File: src/common/mdu_pkg.sv
/*
 * Shared definitions for the multiply/divide unit:
 *   operation codes written to the command register
 *   register map of the Wishbone slave
 *   default operand width
 */
package mdu_pkg;

    // operand width used when the top level is not overridden
    localparam int default_width = 32;

    // command codes, anything above op_mtlo starts nothing
    typedef enum logic [2:0] {
        op_mult  = 3'd0, // signed multiply
        op_multu = 3'd1, // unsigned multiply
        op_div   = 3'd2, // signed divide
        op_divu  = 3'd3, // unsigned divide
        op_mthi  = 3'd4, // move operand a to hi
        op_mtlo  = 3'd5  // move operand a to lo
    } mdu_op_t;

    // word addresses on the bus
    typedef enum logic [2:0] {
        reg_a      = 3'd0,
        reg_b      = 3'd1,
        reg_cmd    = 3'd2, // write-only
        reg_hi     = 3'd3,
        reg_lo     = 3'd4,
        reg_status = 3'd5  // bit 0 is busy
    } reg_addr_t;

    // status register bit positions
    localparam int status_busy_bit = 0;

endpackage

File: src/source/mdu_wb_slave.sv
/*
 * Wishbone classic slave of the multiply/divide unit.
 * Holds the operand registers, decodes the register map,
 * returns read data with a registered ack and stalls
 * command writes while an operation is busy.
 */
`timescale 1ns/100ps

module mdu_wb_slave #(
    parameter int width = 32
) (
    input  logic                 clk,
    input  logic                 rst_n,
    input  logic                 wb_cyc,
    input  logic                 wb_stb,
    input  logic                 wb_we,
    input  logic [2:0]           wb_adr,
    input  logic [width-1:0]     wb_dat_w,
    output logic [width-1:0]     wb_dat_r,
    output logic                 wb_ack,
    input  logic [width-1:0]     hi,
    input  logic [width-1:0]     lo,
    input  logic                 busy,
    output logic [width-1:0]     op_a,
    output logic [width-1:0]     op_b,
    output logic                 start,
    output mdu_pkg::mdu_op_t     op
);

    mdu_pkg::reg_addr_t addr;
    logic               cmd_write;
    logic               hold;
    logic               accept;
    logic               op_known;
    logic [width-1:0]   rd_data;

    assign addr      = mdu_pkg::reg_addr_t'(wb_adr);
    assign cmd_write = wb_we && (addr == mdu_pkg::reg_cmd);
    assign hold      = cmd_write && busy;          // back-pressure on commands
    assign accept    = wb_cyc && wb_stb && !wb_ack && !hold;
    assign op_known  = (wb_dat_w[2:0] <= 3'(mdu_pkg::op_mtlo));

    // read mux, unmapped and write-only addresses return zero
    always_comb begin
        rd_data = '0;
        case (addr)
            mdu_pkg::reg_a:      rd_data = op_a;
            mdu_pkg::reg_b:      rd_data = op_b;
            mdu_pkg::reg_hi:     rd_data = hi;
            mdu_pkg::reg_lo:     rd_data = lo;
            mdu_pkg::reg_status: rd_data[mdu_pkg::status_busy_bit] = busy;
            default:             rd_data = '0;
        endcase
    end

    // ack and start share one edge
    always_ff @(posedge clk) begin
        if (!rst_n) begin
            wb_ack <= 1'b0;
            start  <= 1'b0;
        end else begin
            wb_ack <= accept;
            start  <= accept && cmd_write && op_known;
        end
    end

    // payload registers
    always_ff @(posedge clk) begin
        if (accept) begin
            wb_dat_r <= rd_data;
            if (wb_we && addr == mdu_pkg::reg_a)
                op_a <= wb_dat_w;
            if (wb_we && addr == mdu_pkg::reg_b)
                op_b <= wb_dat_w;
            if (cmd_write)
                op <= mdu_pkg::mdu_op_t'(wb_dat_w[2:0]);
        end
    end

endmodule

File: src/mult_div/mdu_mult.sv
/*
 * Two-stage pipelined multiplier.
 * Stage one registers the operands extended by one bit,
 * stage two registers the double-width product.
 */
`timescale 1ns/100ps

module mdu_mult #(
    parameter int width = 32
) (
    input  logic                 clk,
    input  logic                 rst_n,
    input  logic                 mul_valid,
    input  logic                 mul_signed,
    input  logic [width-1:0]     a,
    input  logic [width-1:0]     b,
    output logic                 mul_valid_out,
    output logic [2*width-1:0]   product
);

    logic signed [width:0]       a_x;      // extra bit carries the sign
    logic signed [width:0]       b_x;
    logic signed [2*width+1:0]   prod_full;
    logic                        valid_s1;

    assign prod_full = a_x * b_x;

    // valid travels alongside the data
    always_ff @(posedge clk) begin
        if (!rst_n) begin
            valid_s1      <= 1'b0;
            mul_valid_out <= 1'b0;
        end else begin
            valid_s1      <= mul_valid;
            mul_valid_out <= valid_s1;
        end
    end

    always_ff @(posedge clk) begin
        a_x     <= {mul_signed & a[width-1], a};
        b_x     <= {mul_signed & b[width-1], b};
        product <= prod_full[2*width-1:0]; // upper two bits are sign copies
    end

endmodule

File: src/mult_div/mdu_div.sv
/*
 * Iterative restoring divider, signed and unsigned.
 * One load cycle, width shift-subtract steps and one
 * sign fix cycle that also raises done.
 * A zero divisor gives all ones and the dividend back.
 */
`timescale 1ns/100ps

module mdu_div #(
    parameter int width = 32
) (
    input  logic                 clk,
    input  logic                 rst_n,
    input  logic                 div_start,
    input  logic                 div_signed,
    input  logic [width-1:0]     a,
    input  logic [width-1:0]     b,
    output logic                 done,
    output logic [width-1:0]     quotient,
    output logic [width-1:0]     remainder
);

    localparam int cnt_w = $clog2(width + 1);

    logic                 running;
    logic                 fixing;
    logic [cnt_w-1:0]     count;
    logic [width-1:0]     rem_r;
    logic [width-1:0]     quo_r;
    logic [width-1:0]     dvs_r;
    logic [width-1:0]     dividend_r;
    logic                 neg_q;
    logic                 neg_r;
    logic                 zero_div;
    logic                 neg_a;
    logic                 neg_b;
    logic [width:0]       shifted;
    logic [width:0]       diff;

    assign neg_a   = div_signed && a[width-1];
    assign neg_b   = div_signed && b[width-1];
    assign shifted = {rem_r, quo_r[width-1]};
    assign diff    = shifted - {1'b0, dvs_r};

    // sequencing flags
    always_ff @(posedge clk) begin
        if (!rst_n) begin
            running <= 1'b0;
            fixing  <= 1'b0;
            done    <= 1'b0;
            count   <= '0;
        end else begin
            done   <= fixing;
            fixing <= 1'b0;
            if (div_start) begin
                running <= 1'b1;
                count   <= '0;
            end else if (running) begin
                count <= count + 1'b1;
                if (count == cnt_w'(width - 1)) begin
                    running <= 1'b0;
                    fixing  <= 1'b1;
                end
            end
        end
    end

    // datapath
    always_ff @(posedge clk) begin
        if (div_start) begin
            rem_r      <= '0;
            quo_r      <= neg_a ? -a : a;
            dvs_r      <= neg_b ? -b : b;
            dividend_r <= a;
            neg_q      <= neg_a ^ neg_b;
            neg_r      <= neg_a;
            zero_div   <= (b == '0);
        end else if (running) begin
            if (!diff[width]) begin // fits, keep the difference
                rem_r <= diff[width-1:0];
                quo_r <= {quo_r[width-2:0], 1'b1};
            end else begin
                rem_r <= shifted[width-1:0];
                quo_r <= {quo_r[width-2:0], 1'b0};
            end
        end
        if (fixing) begin
            if (zero_div) begin
                quotient  <= '1;
                remainder <= dividend_r;
            end else begin
                quotient  <= neg_q ? -quo_r : quo_r;
                remainder <= neg_r ? -rem_r : rem_r;
            end
        end
    end

endmodule

File: src/mult_div/mdu_hilo.sv
/*
 * Operation sequencer with the HI/LO result registers.
 * Launches the multiplier or divider, holds busy until
 * the unit reports and writes the result into HI/LO.
 */
`timescale 1ns/100ps

module mdu_hilo #(
    parameter int width = 32
) (
    input  logic                 clk,
    input  logic                 rst_n,
    input  logic                 start,
    input  mdu_pkg::mdu_op_t     op,
    input  logic [width-1:0]     op_a,
    input  logic [width-1:0]     op_b,
    output logic                 mul_valid,
    output logic                 mul_signed,
    output logic                 div_start,
    output logic                 div_signed,
    input  logic                 mul_valid_out,
    input  logic                 done,
    input  logic [2*width-1:0]   product,
    input  logic [width-1:0]     quotient,
    input  logic [width-1:0]     remainder,
    output logic [width-1:0]     hi,
    output logic [width-1:0]     lo,
    output logic [width-1:0]     a,
    output logic [width-1:0]     b,
    output logic                 busy
);

    logic is_mult;
    logic is_div;

    assign is_mult = (op == mdu_pkg::op_mult) || (op == mdu_pkg::op_multu);
    assign is_div  = (op == mdu_pkg::op_div)  || (op == mdu_pkg::op_divu);

    // launch controls
    assign mul_valid  = start && is_mult;
    assign div_start  = start && is_div;
    assign mul_signed = (op == mdu_pkg::op_mult);
    assign div_signed = (op == mdu_pkg::op_div);
    assign a          = op_a;
    assign b          = op_b;

    always_ff @(posedge clk) begin
        if (!rst_n) begin
            busy <= 1'b0;
        end else if (start && (is_mult || is_div)) begin
            busy <= 1'b1;
        end else if (mul_valid_out || done) begin
            busy <= 1'b0;
        end
    end

    // result registers
    always_ff @(posedge clk) begin
        if (!rst_n) begin
            hi <= '0;
            lo <= '0;
        end else if (mul_valid_out) begin
            hi <= product[2*width-1:width];
            lo <= product[width-1:0];
        end else if (done) begin
            hi <= remainder;
            lo <= quotient;
        end else if (start && op == mdu_pkg::op_mthi) begin
            hi <= op_a;
        end else if (start && op == mdu_pkg::op_mtlo) begin
            lo <= op_a;
        end
    end

endmodule

File: src/source/mdu_top.sv
/*
 * Top level of the multiply/divide peripheral.
 * Wishbone slave, HI/LO sequencer, multiplier and divider.
 */
`timescale 1ns/100ps

module mdu_top #(
    parameter int width = mdu_pkg::default_width
) (
    input  logic                 clk,
    input  logic                 rst_n,
    input  logic                 wb_cyc,
    input  logic                 wb_stb,
    input  logic                 wb_we,
    input  logic [2:0]           wb_adr,
    input  logic [width-1:0]     wb_dat_w,
    output logic [width-1:0]     wb_dat_r,
    output logic                 wb_ack
);

    logic [width-1:0]     op_a, op_b;
    logic [width-1:0]     hi, lo;
    logic [width-1:0]     a, b;
    logic                 start, busy;
    mdu_pkg::mdu_op_t     op;
    logic                 mul_valid, mul_signed, mul_valid_out;
    logic                 div_start, div_signed, done;
    logic [2*width-1:0]   product;
    logic [width-1:0]     quotient, remainder;

    mdu_wb_slave #(.width(width)) u_wb_slave (
        .clk, .rst_n, .wb_cyc, .wb_stb, .wb_we, .wb_adr, .wb_dat_w,
        .wb_dat_r, .wb_ack, .hi, .lo, .busy, .op_a, .op_b, .start, .op
    );

    mdu_hilo #(.width(width)) u_hilo (
        .clk, .rst_n, .start, .op, .op_a, .op_b,
        .mul_valid, .mul_signed, .div_start, .div_signed,
        .mul_valid_out, .done, .product, .quotient, .remainder,
        .hi, .lo, .a, .b, .busy
    );

    mdu_mult #(.width(width)) u_mult (
        .clk, .rst_n, .mul_valid, .mul_signed, .a, .b, .mul_valid_out, .product
    );

    mdu_div #(.width(width)) u_div (
        .clk, .rst_n, .div_start, .div_signed, .a, .b, .done, .quotient, .remainder
    );

endmodule

File: config.mk
export PLATFORM = sky130hd
export DESIGN_NAME = mdu_top
export DESIGN_NICKNAME = d
export VERILOG_FILES = /design/src/common/mdu_pkg.sv /design/src/source/mdu_wb_slave.sv /design/src/mult_div/mdu_mult.sv /design/src/mult_div/mdu_div.sv /design/src/mult_div/mdu_hilo.sv /design/src/source/mdu_top.sv
export SDC_FILE = /design/constraint.sdc
export NUM_CORES = 2
export LEC_CHECK = 0
export ABC_AREA = 1
export BUFFER_PORTS_ARGS = -buffer_cell sky130_fd_sc_hd__clkbuf_2
export CAP_MARGIN = 20
export CORE_UTILIZATION = 30
export CTS_BUF_LIST = sky130_fd_sc_hd__clkbuf_8
export CTS_CLUSTER_DIAMETER = 120
export DETAILED_ROUTE_END_ITERATION = 8
export GPL_TIMING_DRIVEN = 0
export SYNTH_ARGS = -nofsm -noshare
export SYNTH_HDL_FRONTEND = slang
export SYNTH_SLANG_ARGS = --single-unit
export TNS_END_PERCENT = 30
File: constraint.sdc
create_clock -name clk -period 7.34 [get_ports clk]
set_input_delay 1.101 -clock clk [delete_from_list [all_inputs] [get_ports clk]]
set_output_delay 1.101 -clock clk [all_outputs]
set_load 0.01 [all_outputs]
# --- Yosys cells after proc, flatten, opt, wreduce, memory -nomap -nowiden ---
# Index checks and enable logic that the tools add are counted.
# Widths: inputs -> output; s select.
totals:
  regBits: 502
  latch_bits: 0
  ramBits: 0
  mem_bits_ro: 0
  in_bits: 40
  output_inout_bits: 33
  word_cells: 111
  mem_count: 0
classes:
  add_sub_neg: 6
  mul: 1
  div: 0
  order_cmp: 1
  eq_ne: 12
  shift: 0
  mux: 24
  n_bitwise: 5
  reduce_logical: 35
op_table:
  columns: ["op", "count"]
  rows:
  - ["$mux 32", 15]
  - ["$neg 32->32", 4]
  - ["$pmux 31 s4", 1]
  - ["$mul 33x33->64", 1]
  - ["$sub 33x32->33", 1]
  - ["$logic_not 32->1", 1]
  - ["$logic_and 1x1->1", 16]
  - ["$eq 3x2->1 const B", 4]
  - ["$eq 3x3->1 const B", 4]
  - ["$reduce_and 2->1", 4]
  - ["$mux 1", 7]
  - ["$add 6x1->6 const B", 1]
  - ["$eq 3x1->1 const B", 2]
  - ["$eq 6x5->1 const B", 1]
  - ["$logic_not 3->1", 2]
  - ["$reduce_bool 3->1", 2]
  - ["$pmux 1 s5", 1]
  - ["$logic_or 1x1->1", 4]
  - ["$reduce_bool 2->1", 2]
  - ["$le 3x3->1 const B", 1]
  - ["$ne 3x1->1 const B", 1]
  - ["$reduce_or 3->1", 1]
  - ["$and 1x1->1", 2]
  - ["$logic_not 1->1", 2]
  - ["other kinds (3)", 4]

# --- Depth between registers and ports, before layout ---
logic_depth:
  ltp_word: 7
  ltp_mapped: 31
  ltp_nobuf: 29

# --- Modules after synthesis ---
# A second synthesis with hierarchy kept.
unflattened:
  cells_unflattened: 8461
  hier_area_um2: 65953.3
by_module_without_submodules:
  columns: ["module", "n_inst", "cells_each", "area_each_um2", "seq_area_each_um2"]
  rows:
  - ["mdu_mult", 1, 5420, 43341.6, 2642.5]
  - ["mdu_div", 1, 1874, 13645.6, 5715.5]
  - ["mdu_hilo", 1, 842, 4768.3, 1301.2]
  - ["mdu_wb_slave", 1, 325, 4197.8, 3012.9]

# --- Worst setup path before layout ---
# Ideal clock, no wire load.
synth_path:
  path_type: "reg2reg"
  startpoint: "register u_mult.b_x[1]"
  endpoint: "register u_mult.product[62]"
  setup_ns: 0.112
  t_arrival_ns: 7.156
  t_required_ns: 7.228
  slack_ns: 0.072
  stages_incl_launch_ff: 28
  path_buffers: 2
  period_less_slack_ns: 7.268
  cell_sequence: "dfxtp_1 clkbuf_1 clkbuf_1 nand2_1 inv_1 fa_1 fa_1 fa_1 inv_1 fa_1 inv_1 fa_1 fa_1 inv_1 fa_1 fa_1 inv_1 ha_1 inv_1 o21ai_0 a31oi_1 nor2_1 nor2_1 nand2_1 a21oi_1 nand2_1 nand2_1 nand2_1"
synth_via:
  elab_chain_len: 1
synth_rtl:
  columns: ["element", "line_no", "source"]
  rows:
  - ["start: declaration", "mdu_mult.sv:22", "logic signed [width:0] b_x;"]
  - ["start signal: assignment", "mdu_mult.sv:41", "b_x <= {mul_signed & b[width-1], b};"]
  - ["$mul 33x33->64", "mdu_mult.sv:26", "assign prod_full = a_x * b_x;"]
  - ["via u_mult.prod_full[62]", "mdu_mult.sv:23", "logic signed [2*width+1:0] prod_full;"]
  - ["end signal: assignment", "mdu_mult.sv:42", "product <= prod_full[2*width-1:0];"]
  - ["end: declaration", "mdu_mult.sv:18", "output logic [2*width-1:0] product"]
# The timed path passes the listed nets, and every way through them passes these cells.
# A chain may end at the register's enable or synchronous reset.

# --- Worst setup path after layout ---
layout_path:
  startpoint: "register u_mult.a_x[3]"
  endpoint: "register u_mult.product[63]"
layout_via:
  elab_chain_len: 1
layout_rtl:
  columns: ["element", "line_no", "source"]
  rows:
  - ["start: declaration", "mdu_mult.sv:21", "logic signed [width:0] a_x;"]
  - ["start signal: assignment", "mdu_mult.sv:40", "a_x <= {mul_signed & a[width-1], a};"]
  - ["$mul 33x33->64", "mdu_mult.sv:26", null]
  - ["via u_mult.prod_full[63]", "mdu_mult.sv:23", null]
# The timed path passes the listed nets, and every way through them passes these cells.

==> flow_metrics.env <==
export IMPL_outcome="finished with violations"
export IMPL_failed_checks="DRC"
export IMPL_holdBufCountCts=0
export IMPL_start_util_pct=30.2
export IMPL_synth_cell_types=50
export IMPL_dp_hpwl_um=247000
export IMPL_max_cap_violations=0
export IMPL_dpl_cell_count=10900
export IMPL_drc=22
export IMPL_clock_sinks=502
export IMPL_grt_pass1_wl_um=415000
export IMPL_synthArstFlopShare_pct=0
export IMPL_slew_violations=0
export IMPL_worst_slew_pin_transition_ps=1130
export IMPL_p_comb_share_pct=60.1
export IMPL_cts_made_buffers=94
export IMPL_power_density_nw_per_um2=212
export IMPL_period_needed_ps=7280
export IMPL_hold_ws_ps=418
export IMPL_path_class="reg2reg"
export IMPL_cts_max_level=3
export IMPL_rows=169
export IMPL_fillCellCount=22300
export IMPL_grt_max_degree=68
export IMPL_synthTopCellsByArea="fa_1 35%, inv_1 12%, edfxtp_1 12%"
export IMPL_fin_crit_sh_pct=99.1
export IMPL_fmax_mhz=137
export IMPL_gr_total_overflow=0
export IMPL_final_nets=9610
export IMPL_synthToLayoutAreaGrowth_pct=13.7
export IMPL_syn_num_nets=9415
export IMPL_power_frac_clock_pct=18.4
export IMPL_firstDrtPassIters=9
export IMPL_fin_area_um2=72900
export IMPL_worstSetupStartpointType="flop"
export IMPL_yosysMostFrequentCell="inv_1"
export IMPL_synthFlopType="edfxtp_1"
export IMPL_coreArea_um2=212000
export IMPL_sequentialPowerShare_pct=21.5
export IMPL_crit_arrival_ps=7880
export IMPL_die_x_um=464
export IMPL_num_vias=55400
export IMPL_root_buffer="clkbuf_8"
export IMPL_clk_latency_ps=750
export IMPL_hold_viol_final=0
export IMPL_die_h_um=464
export IMPL_fin_util_pct=34.3
export IMPL_clockBufferDepth=3
export IMPL_yosys_top_cells_count="2099 x inv_1, 2052 x nand2_1, 1126 x fa_1"
export IMPL_syn_cell_area_um2=64100
export IMPL_port_buffers=70
export IMPL_avgSynthCellArea_um2=8.01
export IMPL_cts_tree="yes"
export IMPL_hold_class="reg2reg"
export IMPL_drtAntennaViolNets=0
export IMPL_drive_above_1_share_pct=10.6
export IMPL_synth_edf_count=262
export IMPL_layout_cells_non_filler=11100
export IMPL_io_pins=73
export IMPL_vias_per_cell=4.98
export IMPL_power_switching_mw=7.66
export IMPL_setup_viol_count_final=0
export IMPL_ir_drop_uv=397
export IMPL_total_leakage_power_nw=38.1
export IMPL_routabilityCongestion=1.02
export IMPL_p_sw_share_pct=49.7
export IMPL_synth_seq_cells=502
export IMPL_synth_top_area_share_pct=35.2
export IMPL_whs_path_depth=2
export IMPL_skew_ps=39.2
export IMPL_postSynthCellCount=8000
export IMPL_critPathRequiredTime_ps=7950
export IMPL_grt_usage_pct=27.3
export IMPL_rr_worst_depth=25
export IMPL_placed_area_um2=68800
export IMPL_routed_wl_um=297000
export IMPL_max_slew_margin_pct=24.9
export IMPL_ys_seq_area_share_pct=19.8
export IMPL_drtIter0Drc=5894
export IMPL_grt_antenna_before_repair=25
export IMPL_routedWlPerCell_um=26.7
export IMPL_p_int_mw=7.77
export IMPL_synth_top_area_cell="fa_1"
export IMPL_setup_worst_path_end_class="flop"
export IMPL_clk_pin_slew_ps=60
export IMPL_dieArea_um2=216000
export IMPL_path_max_fanout=10
export IMPL_rsz0062_at_grt="true"
export IMPL_grt_pass1_vias=56300
export IMPL_ys_warnings_count=0
-- critical path: stages (launching register included) --
cell     delay, ps
dfxtp_2        600
buf_2          480
nand2_1        130
fa_1           490
inv_1           50
fa_1           510
fa_1           580
fa_1           600
fa_1           430
fa_1           540
fa_1           520
inv_1           50
fa_1           470
inv_1           40
ha_2           410
nand2_2        130
nor2_4         160
nand2_1        120
nor2_1         140
nand2_1         80
nand3_2        140
nand2_1        110
nand2_4        130
inv_1           50
nand2_1         70
nand2_2         90
-- routing by layer --
metal  wire length, um  part of all wire [%]  GRT usage, %
met4             19100                   6.4          15.5
met1            118000                    40          34.9
met5                11                0.0037             0
met2            134000                    45          43.0
met3             25300                   8.5          5.24
-- placed cells by master (no fill, tap or decap), types with 16 or more instances in the layout --
cell and n:
a21oi_1 184, a21oi_2 28, a31oi_1 27, buf_2 25, buf_4 63, buf_8 39
clkbuf_1 93, clkbuf_2 123, clkbuf_4 57, clkbuf_8 146, dfxtp_1 177, dfxtp_2 22
dfxtp_4 41, edfxtp_1 262, fa_1 1089, fa_2 37, ha_1 206, ha_4 28
inv_1 2111, inv_2 33, nand2_1 2035, nand2_2 26, nand2_4 26, nand3_1 253
nand3_2 24, nand3b_1 18, nand4_1 80, nor2_1 327, nor2_2 32, nor2_4 16
nor3_1 34, o2111ai_1 33, o21ai_0 242, o21ai_1 40, xnor2_1 26, xor2_1 79
-- flip-flops by register name, indices dropped and copies added, names as in the netlist, 3 cells and up --
name,flops
u_mult.product,64
u_mult.a_x,33
u_mult.b_x,33
u_div.dividend_r,32
u_div.dvs_r,32
u_div.quo_r,32
u_div.quotient,32
u_div.rem_r,32
u_div.remainder,32
u_hilo.hi,32
u_hilo.lo,32
u_wb_slave.op_a,32
u_wb_slave.op_b,32
u_wb_slave.wb_dat_r,32
u_div.count,6
u_wb_slave.op,3
-- kinds of logic after synthesis --
family          synth area share [%]
simple gates                    18.9
buf+inv                         14.6
compound gates                  5.19
flops                           19.8
fa+ha+maj                       40.0
xor+xnor                        1.46
-- stage by stage --
step,setup WS [ps],power [mW],setup TNS [ps]
6_report,63.3,15.4,0
4_1_cts,-38.6,14.6,-38.6
3_3_place_gp,-2320,11.3,-101720
5_1_grt,-98.9,16.2,-772
3_5_place_dp,-2030,11.3,-65740
2_1_floorplan,71.6,7.81,0
-- power by group through the flow --
stage / combinational [mW] / sequential [mW] / clock [mW]
3_3_place_gp: 7.94 / 3.38 / 0
3_5_place_dp: 7.94 / 3.38 / 0
4_1_cts: 8.44 / 3.32 / 2.86
6_report: 9.27 / 3.32 / 2.84
5_1_grt: 9.88 / 3.32 / 2.97
2_1_floorplan: 4.53 / 3.28 / 0
-- worst paths after layout --
path | startpoint | endpoint | slack (ps)
setup / recovery | u_mult.a_x[3]$_DFF_P_ | u_mult.product[63]$_DFF_P_ | 60
setup reg to reg | u_mult.a_x[3]$_DFF_P_ | u_mult.product[63]$_DFF_P_ | 60
hold / removal | u_mult.valid_s1$_SDFF_PN0_ | u_mult.mul_valid_out$_SDFF_PN0_ | 420
hold reg to reg | u_mult.valid_s1$_SDFF_PN0_ | u_mult.mul_valid_out$_SDFF_PN0_ | 420
-- layout make-up --
cell class                      instances  area [um^2]  area share (%)
Sequential cell                       502        12900            17.6
Clock inverter                         70          440           0.604
Multi-Input combinational cell       5010        43000            59.0
Timing Repair Buffer                  163         1510            2.07
Antenna cell                           13         32.5          0.0446
Clock buffer                          105         1450            1.98
Tap cell                             2821         3530            4.84
Buffer                                305         2080            2.86
Inverter                             2119         7960            10.9
-- timing repair --
item	4_1_cts	5_1_grt
setup endpoints to repair	49	39
buffers inserted	24	18
gates resized for setup	560	256
pin swaps	14	28
Power figures use the tool's default switching activity.
